<file path="src/lsu_pkg.sv">
`default_nettype none

// Types seen by the core side of the load/store unit.
package lsu_pkg;

	localparam int LSU_XLEN = 32;
	localparam int LSU_AW   = 11; // 2 KiB, byte addressed.

	typedef logic [LSU_XLEN-1:0] lsu_word_t;
	typedef logic [LSU_AW-1:0]   lsu_addr_t;
	typedef logic [2:0]          lsu_funct3_t;

	// RISC-V load codes. Stores reuse the size bits.
	localparam lsu_funct3_t F3_LB  = 3'b000;
	localparam lsu_funct3_t F3_LH  = 3'b001;
	localparam lsu_funct3_t F3_LW  = 3'b010;
	localparam lsu_funct3_t F3_LBU = 3'b100;
	localparam lsu_funct3_t F3_LHU = 3'b101;

	// One core request.
	typedef struct packed {
		lsu_addr_t   addr;
		lsu_word_t   wdata;
		lsu_funct3_t funct3;
		logic        we;     // Set for a store.
	} lsu_req_t;

endpackage

`default_nettype wire

</file>
<file path="src/mem_pkg.sv">
`default_nettype none

// Types seen by the byte banks.
package mem_pkg;

	// Widest bank index the port struct can carry.
	localparam int BANK_AW_MAX = 10;

	typedef logic [7:0]             mem_byte_t;
	typedef logic [BANK_AW_MAX-1:0] bank_idx_t;

	// One bank port, index is zero extended from BANK_AW bits.
	typedef struct packed {
		bank_idx_t idx;
		mem_byte_t data;
		logic      we;
	} bank_port_t;

endpackage

`default_nettype wire

</file>
<file path="src/lsu_load_align.sv">
`timescale 1ns/1ps
`default_nettype none

module lsu_load_align
	import lsu_pkg::*, mem_pkg::*;
(
	input  mem_byte_t   i_even_1,
	input  mem_byte_t   i_even_2,
	input  mem_byte_t   i_odd_1,
	input  mem_byte_t   i_odd_2,
	input  logic        i_odd,
	input  lsu_funct3_t i_funct3,
	output lsu_word_t   o_word
);

	mem_byte_t [3:0] bytes; // Index is the byte offset from the address.
	logic            sign_b;
	logic            sign_h;

	// Undo the bank mapping of the decoder.
	always_comb begin
		if (i_odd) begin
			bytes = {i_even_2, i_odd_2, i_even_1, i_odd_1};
		end else begin
			bytes = {i_odd_2, i_even_2, i_odd_1, i_even_1};
		end
	end

	assign sign_b = bytes[0][7];
	assign sign_h = bytes[1][7];

	always_comb begin
		case (i_funct3)
			F3_LB:   o_word = {{24{sign_b}}, bytes[0]};
			F3_LH:   o_word = {{16{sign_h}}, bytes[1], bytes[0]};
			F3_LW:   o_word = bytes;
			F3_LBU:  o_word = {24'b0, bytes[0]};
			F3_LHU:  o_word = {16'b0, bytes[1], bytes[0]};
			default: o_word = '0; // Unknown code loads zero.
		endcase
	end

endmodule

`default_nettype wire

</file>
<file path="config.mk">
export PLATFORM = sky130hd
export DESIGN_NAME = lsu_load_align
export DESIGN_NICKNAME = d
export VERILOG_FILES = /design/src/lsu_pkg.sv /design/src/mem_pkg.sv /design/src/lsu_load_align.sv
export SDC_FILE = /design/constraint.sdc
export NUM_CORES = 1
export LEC_CHECK = 0
export ABC_CLOCK_PERIOD_IN_PS = 1360
export BUFFER_PORTS_ARGS = -buffer_cell sky130_fd_sc_hd__buf_2
export CAP_MARGIN = 20
export CORE_ASPECT_RATIO = 1.5
export CORE_MARGIN = 2
export CORE_UTILIZATION = 25
export DETAILED_ROUTE_END_ITERATION = 6
export PLACE_DENSITY = 0.7
export SYNTH_ARGS = -nofsm -noshare
export SYNTH_HDL_FRONTEND = slang
export SYNTH_SLANG_ARGS = --single-unit
</file>
<file path="constraint.sdc">
create_clock -name vclk -period 1.36
set_input_delay 0.136 -clock vclk [all_inputs]
set_output_delay 0.136 -clock vclk [all_outputs]
set_load 0.02 [all_outputs]
</file>
==> qor.txt <==
result of the run: completed
worst hold path class: input pin to primary output
via count of the first global-routing pass: 715
sequential cell area fraction in the yosys report: 0%
most frequent cell after synthesis: mux2i_1
total power after layout: 530 uW
Setup Crit Path Kind: input pin to primary output
worst relative slew slack: 76.8%
Critical path origin: i_funct3[1]
peak supply drop: 0.156 mV
maximum net fanout on the critical path: 8
Min Clock Period, post-route: 1.32 ns
critical-path cell with the highest stage delay: or3b_4
period utilization: 97.1%
largest net degree at the start of global routing: 17
standby leakage power: 0.000690 uW
top cells by area in the synthesized netlist: mux2i_1 48%, o21ai_2 13%, o21ai_1 6.0%, nor2_1 5.6%, o21ai_0 4.5%
maximum clock frequency: 757 MHz
# fillers: 274
weighted congestion at the end of routability-driven global placement: 0.615
Hold Vio Cnt, Final: 0
total wirelength of the detailed-routed design: 2170 um
Syn Inst Count: 82
total number of vias: 887
share of the synthesized area in the top cell type: 47.8%
final slew viol count: 0
Setup Buffers After CTS: 0
HPWL after detailed placement: 1730 um
ratio of total power to cell area: 432 mW/mm^2
total number of nets in the final design: 188
initial antenna violation count: 0
kind of end point of the critical path: primary output
hold buffers post-CTS: 0
launch point of the worst hold path: i_even_1[2]
drc violations: 0
Synth Net Count: 118
count of flip-flops and latches: 0
die footprint: 0.00312 mm^2
average footprint of a synthesized cell: 8.18 um^2
wire length of the first global-routing pass: 2880 um
worst-case setup margin in the final layout: 0.0394 ns
area growth from synthesis to final layout: 83.0%
crit path DAT: 1.18 ns
Congestion Overflow GR: 0
vertical die dimension: 67.4 um
clkbuf count: 0
synthesized area: 671 um^2
via/cell ratio: 4.74
Initial Utilization: 25.6%
worst-margin pin slew: 0.347 ns
MaxCap Viol Count: 0
total negative slack for setup checks: 0 ns
series of cell instances along the critical path: buf_2 > or3b_4 > a21boi_4 > o21ai_1 > buf_4
required time at the worst-slack endpoint: 1.22 ns
number of ports placed on the die boundary: 68
dpl ws: -0.0660 ns
Warnings, synthesis: 0
Chip Width: 46.3 um
fraction of final layout cells sized beyond drive strength 1: 63.3%
total of buffers placed on input and output ports: 68
combined flip-flop and latch cell area: 0 um^2
post-detailed-route count of antenna-violating nets: 0
Routed wire per std cell: 11.6 um
number of library cell types mapped by synthesis: 17
number of placement rows: 23
Setup violations, final: 0
Iter 0 DRT Violations: 4
antenna cells: 0
most frequent cells after synthesis: 32 x mux2i_1, 10 x nor2_1, 10 x o21ai_2
Overall Global Routing Usage: 11.7%
library cell with the largest summed area after synthesis: mux2i_1
delay of the slowest cell on the worst path: 0.41 ns
floorplan core area: 0.00262 mm^2
Setup crit start kind: input pin
Pre-Repair DR Iteration Count: 4
setup repair after global routing missed its margin: yes
==> worst max-delay path: cells and delay by family <==
family | cells | cell delay (ns)
buffers and inverters | 2 | 0.29
AOI/OAI and AO/OA | 2 | 0.34
and+or+nand+nor | 1 | 0.41
==> power breakdown <==
group	internal (uW)	switching [uW]	leakage [uW]
registers	0	0	0
clock network	0	0	0
logic	250	280	0.000690
total	250	280	0.000690
==> worst paths after layout <==
path / slack (ns) / to / cells after the start
max: 0.04 / o_word[8] / 5
min: 0.64 / o_word[2] / 4
==> kinds of logic (layout without fill, tap and decap cells) <==
group,Yosys count,in the layout,share of synthesized area [%]
simple gates,14,14,10.3
compound gates,25,25,26.3
mux,33,33,51.1
xor+xnor,1,1,2.43
buf+inv,9,77,9.89
==> through the flow <==
step           util [%]  area (um^2)  std cells  hold WS (ns)
2_1_floorplan         -          671         82         0.488
3_3_place_gp       41.4         1080        186         0.640
3_5_place_dp       41.4         1080        186         0.649
4_1_cts            42.2         1100        186         0.652
5_1_grt            46.9         1230        187         0.674
6_report           46.9         1230        187         0.645
==> routing by layer <==
metal | vias to the layer above | wire, um | GRT usage, %
met4 | 0 | 0 | 0
met5 | - | 0 | 0
met2 | 52 | 1190 | 25.7
li1 | 441 | - | -
met3 | 0 | 221 | 1.34
met1 | 394 | 764 | 11.1
==> repair_timing <==
item | CTS | global route
endpoints found under the setup margin | 14 | 17
resized for setup | 4 | 37
pin swaps | 0 | 2
cloned | 0 | 1
==> placed cells by master, fill, tap and decap left out, drive strengths merged, types with 2 or more instances in the layout <==
cell type,n
buf,75
nor2,10
nor3b,2
o21ai,24
mux2i,33
==> cell type report <==
type	instances	area (um^2)	area share, %
inverters	1	3.75	0.306
repair buffers	76	539	43.9
well taps	37	46.3	3.77
multi-input cells	73	638	52.0
Power figures use the tool's default switching activity.
