File: config.mk
export PLATFORM = sky130hd
export DESIGN_NAME = lsu_ctrl
export DESIGN_NICKNAME = d
export VERILOG_FILES = /design/src/lsu_pkg.sv /design/src/lsu_ctrl.sv
export SDC_FILE = /design/constraint.sdc
export NUM_CORES = 1
export LEC_CHECK = 0
export ABC_AREA = 1
export BUFFER_PORTS_ARGS = -buffer_cell sky130_fd_sc_hd__buf_4
export CAP_MARGIN = 10
export CORE_UTILIZATION = 44
export DETAILED_ROUTE_END_ITERATION = 12
export PLACE_DENSITY = 0.82
export SLEW_MARGIN = 0
export SYNTH_ARGS = -nofsm -noshare
export SYNTH_HDL_FRONTEND = slang
export SYNTH_SLANG_ARGS = --single-unit
File: constraint.sdc
create_clock -name i_clk -period 2.7 [get_ports i_clk]
set_input_delay 0.81 -clock i_clk [delete_from_list [all_inputs] [get_ports i_clk]]
set_output_delay 0.81 -clock i_clk [all_outputs]
set_load 0.05 [all_outputs]
File: src/lsu_pkg.sv
`default_nettype none

// Types seen by the core side of the load/store unit.
package lsu_pkg;

	localparam int LSU_XLEN = 32;
	localparam int LSU_AW   = 11; // 2 KiB, byte addressed.

	typedef logic [LSU_XLEN-1:0] lsu_word_t;
	typedef logic [LSU_AW-1:0]   lsu_addr_t;
	typedef logic [2:0]          lsu_funct3_t;

	// RISC-V load codes. Stores reuse the size bits.
	localparam lsu_funct3_t F3_LB  = 3'b000;
	localparam lsu_funct3_t F3_LH  = 3'b001;
	localparam lsu_funct3_t F3_LW  = 3'b010;
	localparam lsu_funct3_t F3_LBU = 3'b100;
	localparam lsu_funct3_t F3_LHU = 3'b101;

	// One core request.
	typedef struct packed {
		lsu_addr_t   addr;
		lsu_word_t   wdata;
		lsu_funct3_t funct3;
		logic        we;     // Set for a store.
	} lsu_req_t;

endpackage

`default_nettype wire

File: src/lsu_ctrl.sv
`timescale 1ns/1ps
`default_nettype none

module lsu_ctrl
	import lsu_pkg::*;
(
	input  logic        i_clk,
	input  logic        i_rst_n,
	input  logic        i_req,
	input  lsu_req_t    i_lsu_req,
	input  lsu_word_t   i_ld_word,
	output logic        o_ack,
	output lsu_word_t   o_rdata,
	output logic        o_mem_en,
	output lsu_req_t    o_cur_req,
	output logic        o_rd_odd,
	output lsu_funct3_t o_rd_funct3
);

	typedef enum logic [2:0] {
		IDLE,
		ACCESS,   // Bank cycle.
		CAPTURE,  // Read data is in the bank registers.
		ACK,
		WAIT_LOW
	} state_t;

	state_t state;
	state_t state_nxt;

	always_comb begin
		state_nxt = state;
		case (state)
			IDLE:     if (i_req) state_nxt = ACCESS;
			ACCESS:   state_nxt = CAPTURE;
			CAPTURE:  state_nxt = ACK;
			ACK:      state_nxt = i_req ? WAIT_LOW : IDLE;
			WAIT_LOW: if (!i_req) state_nxt = IDLE;
			default:  state_nxt = IDLE;
		endcase
	end

	always_ff @(posedge i_clk or negedge i_rst_n) begin
		if (!i_rst_n) begin
			state    <= IDLE;
			o_mem_en <= 1'b0;
			o_ack    <= 1'b0;
			o_rdata  <= '0;
		end else begin
			state    <= state_nxt;
			o_mem_en <= (state_nxt == ACCESS); // One pulse per request.
			if (state == CAPTURE) begin
				o_ack   <= 1'b1;
				o_rdata <= i_ld_word;
			end else if ((state == ACK || state == WAIT_LOW) && !i_req) begin
				o_ack <= 1'b0;
			end
		end
	end

	// Request and read context.
	always_ff @(posedge i_clk) begin
		if (state == IDLE && i_req) begin
			o_cur_req <= i_lsu_req;
		end
		if (state == ACCESS) begin
			o_rd_odd    <= o_cur_req.addr[0]; // Lines up with bank read data.
			o_rd_funct3 <= o_cur_req.funct3;
		end
	end

	// Four-phase rule, ack stays up until req is seen low.
	assert property (@(posedge i_clk) disable iff (!i_rst_n)
		$fell(o_ack) |-> !$past(i_req))
		else $error("o_ack fell while i_req was high");

	assert property (@(posedge i_clk) disable iff (!i_rst_n)
		o_mem_en |-> state == ACCESS)
		else $error("o_mem_en high outside ACCESS");

endmodule

`default_nettype wire

==> impl_metrics.csv <==
group,metric,value,unit
synth,synth_top_family_by_area,"compound AO/OA/AOI/OAI gates",
run,maxCapViolCount,0,
routing,detail-route-antenna-nets,0,
global_routing,grt_start_max_net_pins,48,
synth,synth_area_leaders,"edfxtp_1, dfrtp_1, nand2_1",
synth,synth_fa_ha_area_share,0,%
clocking,cts_tree,"yes",
synth,synth_top_cell_area_share,50.1,%
clocking,cts-root-buf,"clkbuf_8",
finish,final_cell_mix,"buf_4, edfxtp_1, nand2_1",
sta,final_max_slew_viol_count,0,
sta,timing.hold.ws,0.422,ns
outcome,status,"complete, no violations",
sta,min_period,1.83,ns
pwr,irDropWorstVdd,0.000648,V
clocking,clk_latency,0.34,ns
clocking,path_clk_slew,0.09,ns
sta,relSlewSlack,49.3,%
routing,drt_iter0_markers,73,
critical_path,startpoint_type,"flop",
pwr,leakage,2.22,nW
placement,hpwl,5.25,mm
synth,yosysSeqAreaShare,80.3,%
global_routing,grt_overflow_total,0,
synth,syn_inst,210,
finish,area_growth,49.4,%
clocking,post_cts_buffers,0,
critical_path,arrival,2.05,ns
sta,fin_skew,0.0146,ns
finish,diodes,0,
floorplan,die_w,85.4,um
sta,setup-tns-final,0,ns
synth,syn_area_per_cell,14.6,um2
floorplan,ios,167,
floorplan,rows,30,
routing,post_drt_wl_per_cell,14.7,um
finish,finalNetCount,465,
synth,ys_ff_latch,88,
clocking,cts-hold-fix-buffers,0,
synth,syn_area,3060,um2
floorplan,coreArea,6760,um2
placement,gp_congestion,0.737,
sta,timing_hold_violations_final,0,
global_routing,grtUsageTotal,18.9,%
clocking,cts_max_level,3,
sta,setup_viol,0,
synth,synth_cell_types,13,
routing,post-route-drc-count,0,
clocking,clock-sinks,88,
floorplan,dieArea,7290,um2
clocking,cts_resized,0,
pwr,power_density,1280,nW/um2
floorplan,start_util,45.3,%
clocking,clockBufferDepth,2,
synth,synth_xor_area_share,0,%
synth,yosys.area_share.simple,5.85,%
routing,drtPass1Iterations,4,
critical_path,worst_setup_path_end_kind,"flop",
synth,synth_mux_area_share,0,%
critical_path,criticalPathCategory,"reg2reg",
hold_path,hold_class,"in2async",
sta,rsz0062_at_grt,"no",
routing,drt-total-wl,6.88,mm
synth,synth_area_leader_cell,"edfxtp_1",
synth,yosys_warnings,0,
sta,fmax,0.547,GHz
finish,final_common_cell,"buf_4",
sta,period_share,67.7,%
placement,portBuffers,166,
sta,tightest_slew,0.760,ns
synth,syn-num-nets,292,
routing,viasPerCell,4.55,
global_routing,grt_pass1_vias,1965,
synth,synth-compound-area-share,7.12,%
finish,drive_gt1_share,51.2,%
global_routing,antenna_found_initial,0,
clocking,cts_made_buffers,9,
critical_path,timing.critical_path.fanout_max,40,
critical_path,worstPathRequired,2.93,ns
floorplan,die_y,85.4,um
routing,dr_total_vias,2125,
global_routing,grt_pass1_wl,10.3,mm
[power breakdown]
group / switching (mW) / internal, mW / total (mW)
Sequential: 0.207 / 1.91 / 2.11
Combinational: 2.02 / 0.787 / 2.81
Clock: 0.429 / 0.518 / 0.947
Total: 2.66 / 3.21 / 5.87
[synth_stat cells]
library cell	instances
buf_2	2
nand3_1	2
buf_6	5
o21ai_1	16
o21ai_2	14
nor2_1	3
o21ai_0	3
inv_1	37
nor3_1	1
nand3_2	1
nand2_1	38
dfrtp_1	37
edfxtp_1	51
[through the flow]
step | util (%) | power (mW) | worst slack [ns] | cells | area [um2]
finish | 67.7 | 5.87 | 0.872 | 467 | 4570
global route | 67.7 | 6.15 | 0.684 | 467 | 4570
CTS | 67.7 | 5.93 | 0.862 | 467 | 4570
detailed placement | 64.6 | 4.98 | 0.771 | 452 | 4360
global placement | 64.6 | 4.90 | 0.801 | 452 | 4360
floorplan | - | 4.15 | 0.451 | 210 | 3060
[cell families (layout without fill, tap and decap cells)]
family / count (synthesis) / after routing
flops: 88 / 88
simple gates: 45 / 45
buf+inv: 44 / 221
compound gates: 33 / 33
[layout make-up]
cell class / instances / area, um2
Clock buffer: 10 / 128
Sequential cell: 88 / 2460
Multi-Input combinational cell: 78 / 397
Tap cell: 80 / 100
Clock inverter: 5 / 82.6
Timing Repair Buffer: 169 / 1270
Inverter: 37 / 139
Fill cell: 510 / 2180
[metal layers]
metal,routed length [um],global-route usage (%)
met1,2660,21.9
met2,3450,32.6
met3,706,7.78
met4,68,5.45
met5,0,0
[flip-flops by register name, indices dropped and copies added, names as in the netlist]
name and flops:
o_rdata 32, o_ack 1, state 3, o_rd_funct3 3, o_mem_en 1, o_rd_odd 1
o_cur_req 47
[worst paths after layout]
check / start / endpoint / slack (ns) / depth (start not counted)
worst max-delay path: state[2] / o_rdata[2] / 0.87 / 5
worst min-delay path: i_rst_n / o_rdata[26] / 0.42 / 1
worst max register to register: state[2] / o_rdata[2] / 0.87 / 5
worst min register to register: o_cur_req[1] / o_rd_funct3[0] / 0.46 / 0
max in group asynchronous: i_rst_n / state[2] / 1.94 / 1
min in group i_clk: o_cur_req[1] / o_rd_funct3[0] / 0.46 / 0
[critical path: stages (launching register included)]
cell	delay, ns
dfrtp_1	0.40
inv_1	0.11
nand3_2	0.60
buf_4	0.45
nand2_1	0.10
o21ai_2	0.05
No activity file was read; power rests on OpenSTA's default activity.
