$ cat src/lsu_pkg.sv
`default_nettype none

// Types seen by the core side of the load/store unit.
package lsu_pkg;

	localparam int LSU_XLEN = 32;
	localparam int LSU_AW   = 11; // 2 KiB, byte addressed.

	typedef logic [LSU_XLEN-1:0] lsu_word_t;
	typedef logic [LSU_AW-1:0]   lsu_addr_t;
	typedef logic [2:0]          lsu_funct3_t;

	// RISC-V load codes. Stores reuse the size bits.
	localparam lsu_funct3_t F3_LB  = 3'b000;
	localparam lsu_funct3_t F3_LH  = 3'b001;
	localparam lsu_funct3_t F3_LW  = 3'b010;
	localparam lsu_funct3_t F3_LBU = 3'b100;
	localparam lsu_funct3_t F3_LHU = 3'b101;

	// One core request.
	typedef struct packed {
		lsu_addr_t   addr;
		lsu_word_t   wdata;
		lsu_funct3_t funct3;
		logic        we;     // Set for a store.
	} lsu_req_t;

endpackage

`default_nettype wire

$ cat src/mem_pkg.sv
`default_nettype none

// Types seen by the byte banks.
package mem_pkg;

	// Widest bank index the port struct can carry.
	localparam int BANK_AW_MAX = 10;

	typedef logic [7:0]             mem_byte_t;
	typedef logic [BANK_AW_MAX-1:0] bank_idx_t;

	// One bank port, index is zero extended from BANK_AW bits.
	typedef struct packed {
		bank_idx_t idx;
		mem_byte_t data;
		logic      we;
	} bank_port_t;

endpackage

`default_nettype wire

$ cat src/lsu_bank_decode.sv
`timescale 1ns/1ps
`default_nettype none

module lsu_bank_decode
	import lsu_pkg::*, mem_pkg::*;
#(
	parameter int BANK_AW = 10
) (
	input  lsu_req_t   i_req,
	input  logic       i_en,
	output bank_port_t o_even_1,
	output bank_port_t o_even_2,
	output bank_port_t o_odd_1,
	output bank_port_t o_odd_2
);

	logic               odd;
	logic [BANK_AW-1:0] idx_0;
	logic [BANK_AW-1:0] idx_1;
	logic [BANK_AW-1:0] idx_2;
	logic [3:0]         lane_mask;
	logic [3:0]         lane_we;
	mem_byte_t [3:0]    lane_data;

	function automatic bank_port_t make_port(
		input logic [BANK_AW-1:0] idx,
		input mem_byte_t          data,
		input logic               we
	);
		bank_port_t port;
		port.idx  = bank_idx_t'(idx);
		port.data = we ? data : '0;
		port.we   = we;
		return port;
	endfunction

	assign odd   = i_req.addr[0];
	assign idx_0 = i_req.addr[BANK_AW:1];  // Half address, wraps with the bank.
	assign idx_1 = idx_0 + BANK_AW'(1);
	assign idx_2 = idx_0 + BANK_AW'(2);

	assign lane_data = i_req.wdata; // Lane k is byte k of the store.

	// Bytes touched, by access size.
	always_comb begin
		case (i_req.funct3)
			F3_LB, F3_LBU: lane_mask = 4'b0001;
			F3_LH, F3_LHU: lane_mask = 4'b0011;
			F3_LW:         lane_mask = 4'b1111;
			default:       lane_mask = 4'b0000;
		endcase
	end

	assign lane_we = {4{i_en & i_req.we}} & lane_mask;

	// Byte k always lands on address addr+k.
	always_comb begin
		if (!odd) begin
			o_even_1 = make_port(idx_0, lane_data[0], lane_we[0]);
			o_odd_1  = make_port(idx_0, lane_data[1], lane_we[1]);
			o_even_2 = make_port(idx_1, lane_data[2], lane_we[2]);
			o_odd_2  = make_port(idx_1, lane_data[3], lane_we[3]);
		end else begin
			o_odd_1  = make_port(idx_0, lane_data[0], lane_we[0]);
			o_even_1 = make_port(idx_1, lane_data[1], lane_we[1]);
			o_odd_2  = make_port(idx_1, lane_data[2], lane_we[2]);
			o_even_2 = make_port(idx_2, lane_data[3], lane_we[3]);
		end
	end

	// Both ports of one bank must never write the same byte.
	always_comb begin
		assert final (!(o_even_1.we && o_even_2.we && o_even_1.idx == o_even_2.idx))
			else $error("even bank ports write index %0d together", o_even_1.idx);
		assert final (!(o_odd_1.we && o_odd_2.we && o_odd_1.idx == o_odd_2.idx))
			else $error("odd bank ports write index %0d together", o_odd_1.idx);
	end

endmodule

`default_nettype wire

$ cat config.mk
export PLATFORM = sky130hd
export DESIGN_NAME = lsu_bank_decode
export DESIGN_NICKNAME = d
export VERILOG_FILES = /design/src/lsu_pkg.sv /design/src/mem_pkg.sv /design/src/lsu_bank_decode.sv
export SDC_FILE = /design/constraint.sdc
export NUM_CORES = 1
export LEC_CHECK = 0
export BUFFER_PORTS_ARGS = -buffer_cell sky130_fd_sc_hd__buf_4
export CORE_AREA = 5 5 61 63
export DETAILED_ROUTE_END_ITERATION = 8
export DIE_AREA = 0 0 66 68
export PLACE_DENSITY_LB_ADDON = 0.05
export SYNTH_ARGS = -nofsm -noshare
export SYNTH_HDL_FRONTEND = slang
export SYNTH_SLANG_ARGS = --single-unit
$ cat constraint.sdc
create_clock -name vclk -period 1.57
set_input_delay 0.157 -clock vclk [all_inputs]
set_output_delay 0.157 -clock vclk [all_outputs]
set_load 0.02 [all_outputs]
==> flow_metrics.env <==
export IMPL_final_util=0.631
export IMPL_required_ns=1.41
export IMPL_dp_hpwl_mm=3.43
export IMPL_final_nets=317
export IMPL_post_drt_wl_per_cell_microns=12.6
export IMPL_path_class="in2out"
export IMPL_clock_buffers=0
export IMPL_syn_num_nets=200
export IMPL_synth_area_sq_mm=0.00104
export IMPL_synth_top_area_share=0.164
export IMPL_io_buffers=124
export IMPL_track_usage=0.156
export IMPL_initialDrtViolationCount=29
export IMPL_status="finished, final reports clean"
export IMPL_grt_pass1_vias=1358
export IMPL_syn2layout_area_growth_pct=93.5
export IMPL_antenna_found_initial=0
export IMPL_ys_types=27
export IMPL_setup_viol=0
export IMPL_multiInputGateArea_sq_um=902
export IMPL_die_area_sq_mm=0.00449
export IMPL_via_per_inst=4.68
export IMPL_drc=0
export IMPL_hold_viol_final=0
export IMPL_final_cells=311
export IMPL_regArea_sq_um=0
export IMPL_fp_dieH_microns=68
export IMPL_finalSetupTns_ns=0
export IMPL_cp_start_kind="input pin"
export IMPL_synth_seq_area_share=0
export IMPL_tightest_slew_ns=0.292
export IMPL_fin_area_sq_mm=0.00201
export IMPL_rows=21
export IMPL_crit_arrival_ns=1.37
export IMPL_synth_area_leaders="mux2i_1 16%, xor2_1 15%, a22o_1 14%"
export IMPL_start_util=0.326
export IMPL_postRouteAntennaNets=0
export IMPL_ir_worst_vdd_uv=126
export IMPL_fmax_mhz=655
export IMPL_critical_path_endpoint_type="primary output"
export IMPL_yosys_top_cells_count="24 x nor2_1, 18 x xor2_1, 17 x mux2i_1"
export IMPL_drive_gt1_frac=0.566
export IMPL_die_x_microns=66
export IMPL_grt_ovfl_total=0
export IMPL_core_area_sq_mm=0.00318
export IMPL_cap_viol_max_count=0
export IMPL_synth_cells=150
export IMPL_fin_crit_ns=1.53
export IMPL_dpl_cell_area_sq_mm=0.00198
export IMPL_dp_cells=311
export IMPL_gp_congestion=0.737
export IMPL_power_density_mw_per_mm2=291
export IMPL_ys_warn_count=0
export IMPL_grt_first_pass_wirelength_mm=5.82
export IMPL_dr_total_vias=1454
export IMPL_boundaryPins=124
export IMPL_p_leak_nw=1.09
export IMPL_nFillCells=338
export IMPL_wl_mm=3.93
export IMPL_diodes=0
export IMPL_design_seq_count=0
export IMPL_grt_max_degree=15
export IMPL_slew_viol_final=0
export IMPL_whs_ns=0.561
export IMPL_drtPass1Iterations=4
export IMPL_synth_most_common_cell="nor2_1"
export IMPL_yosys_area_top_type="mux2i_1"
export IMPL_fin_crit_sh=0.973
export IMPL_hold_path_class="in2out"
export IMPL_relSlewSlack=0.803
export IMPL_critPathMaxFanout=8
export IMPL_synth_area_per_cell_sq_um=6.91
-- stage by stage --
| stage | worst slack (ns) | total power, W |
|---|---|---|
| final | 0.0425 | 0.000584 |
| after global routing | -0.00628 | 0.000628 |
| after CTS | 0.0242 | 0.000585 |
| after detailed placement | 0.0331 | 0.000584 |
| after global placement | 0.0482 | 0.000581 |
| after floorplan | 0.0245 | 0.000310 |
-- cells by family (layout without fill, tap and decap cells) --
family | count (synthesis) | after routing | synth area share
AO/OA/AOI/OAI | 25 | 25 | 0.204
XOR/XNOR | 24 | 24 | 0.203
adder cells (fa/ha/maj) | 2 | 2 | 0.0241
buffers and inverters | 26 | 141 | 0.152
multiplexers | 19 | 19 | 0.186
AND/OR/NAND/NOR | 54 | 54 | 0.232
-- timing repair --
action	in CTS	in global routing
setup endpoints to repair	0	14
setup buffers	0	0
hold buffers	0	0
resized for setup	0	9
-- path summary, 6_finish.rpt --
kind	from	end	slack [ns]	cells past startpoint
max	i_req[1]	o_odd_2[3]	0.04	6
min	i_req[46]	o_odd_1[18]	0.56	2
-- worst max-delay path, cell delays in order --
cell,delay (ns)
buf_4,0.11
or3b_4,0.43
or2_4,0.25
buf_4,0.17
nor2_1,0.11
buf_4,0.14
-- metal layers --
layer,vias up,GRT usage,share of wire
li1,740,-,-
met1,656,0.165,0.35
met2,58,0.305,0.51
met3,0,0.0690,0.14
met4,0,0,0
met5,-,0,0
-- report_power, final --
part / total [W] / internal (W) / switching [W]
logic: 0.000584 / 0.000281 / 0.000303
registers: 0 / 0 / 0
clock network: 0 / 0 / 0
-- cell usage in the layout, fill, tap and decap left out, types with 4 or more instances in the layout --
cell / synthesis / routed
a22o_1: 16 / 16
buf_4: 11 / 136
inv_1: 4 / 4
mux2i_1: 17 / 17
nand2_1: 9 / 9
nand3_1: 5 / 4
nor2_1: 24 / 18
nor2_2: 0 / 6
nor3_1: 11 / 11
xnor2_1: 6 / 6
xor2_1: 18 / 18
-- layout make-up --
cell class                      instances  area share
Timing Repair Buffer                  137       0.514
Multi-Input combinational cell        124       0.450
Tap cell                               46      0.0287
Inverter                                4     0.00748
(Power assumes the default switching activity.)
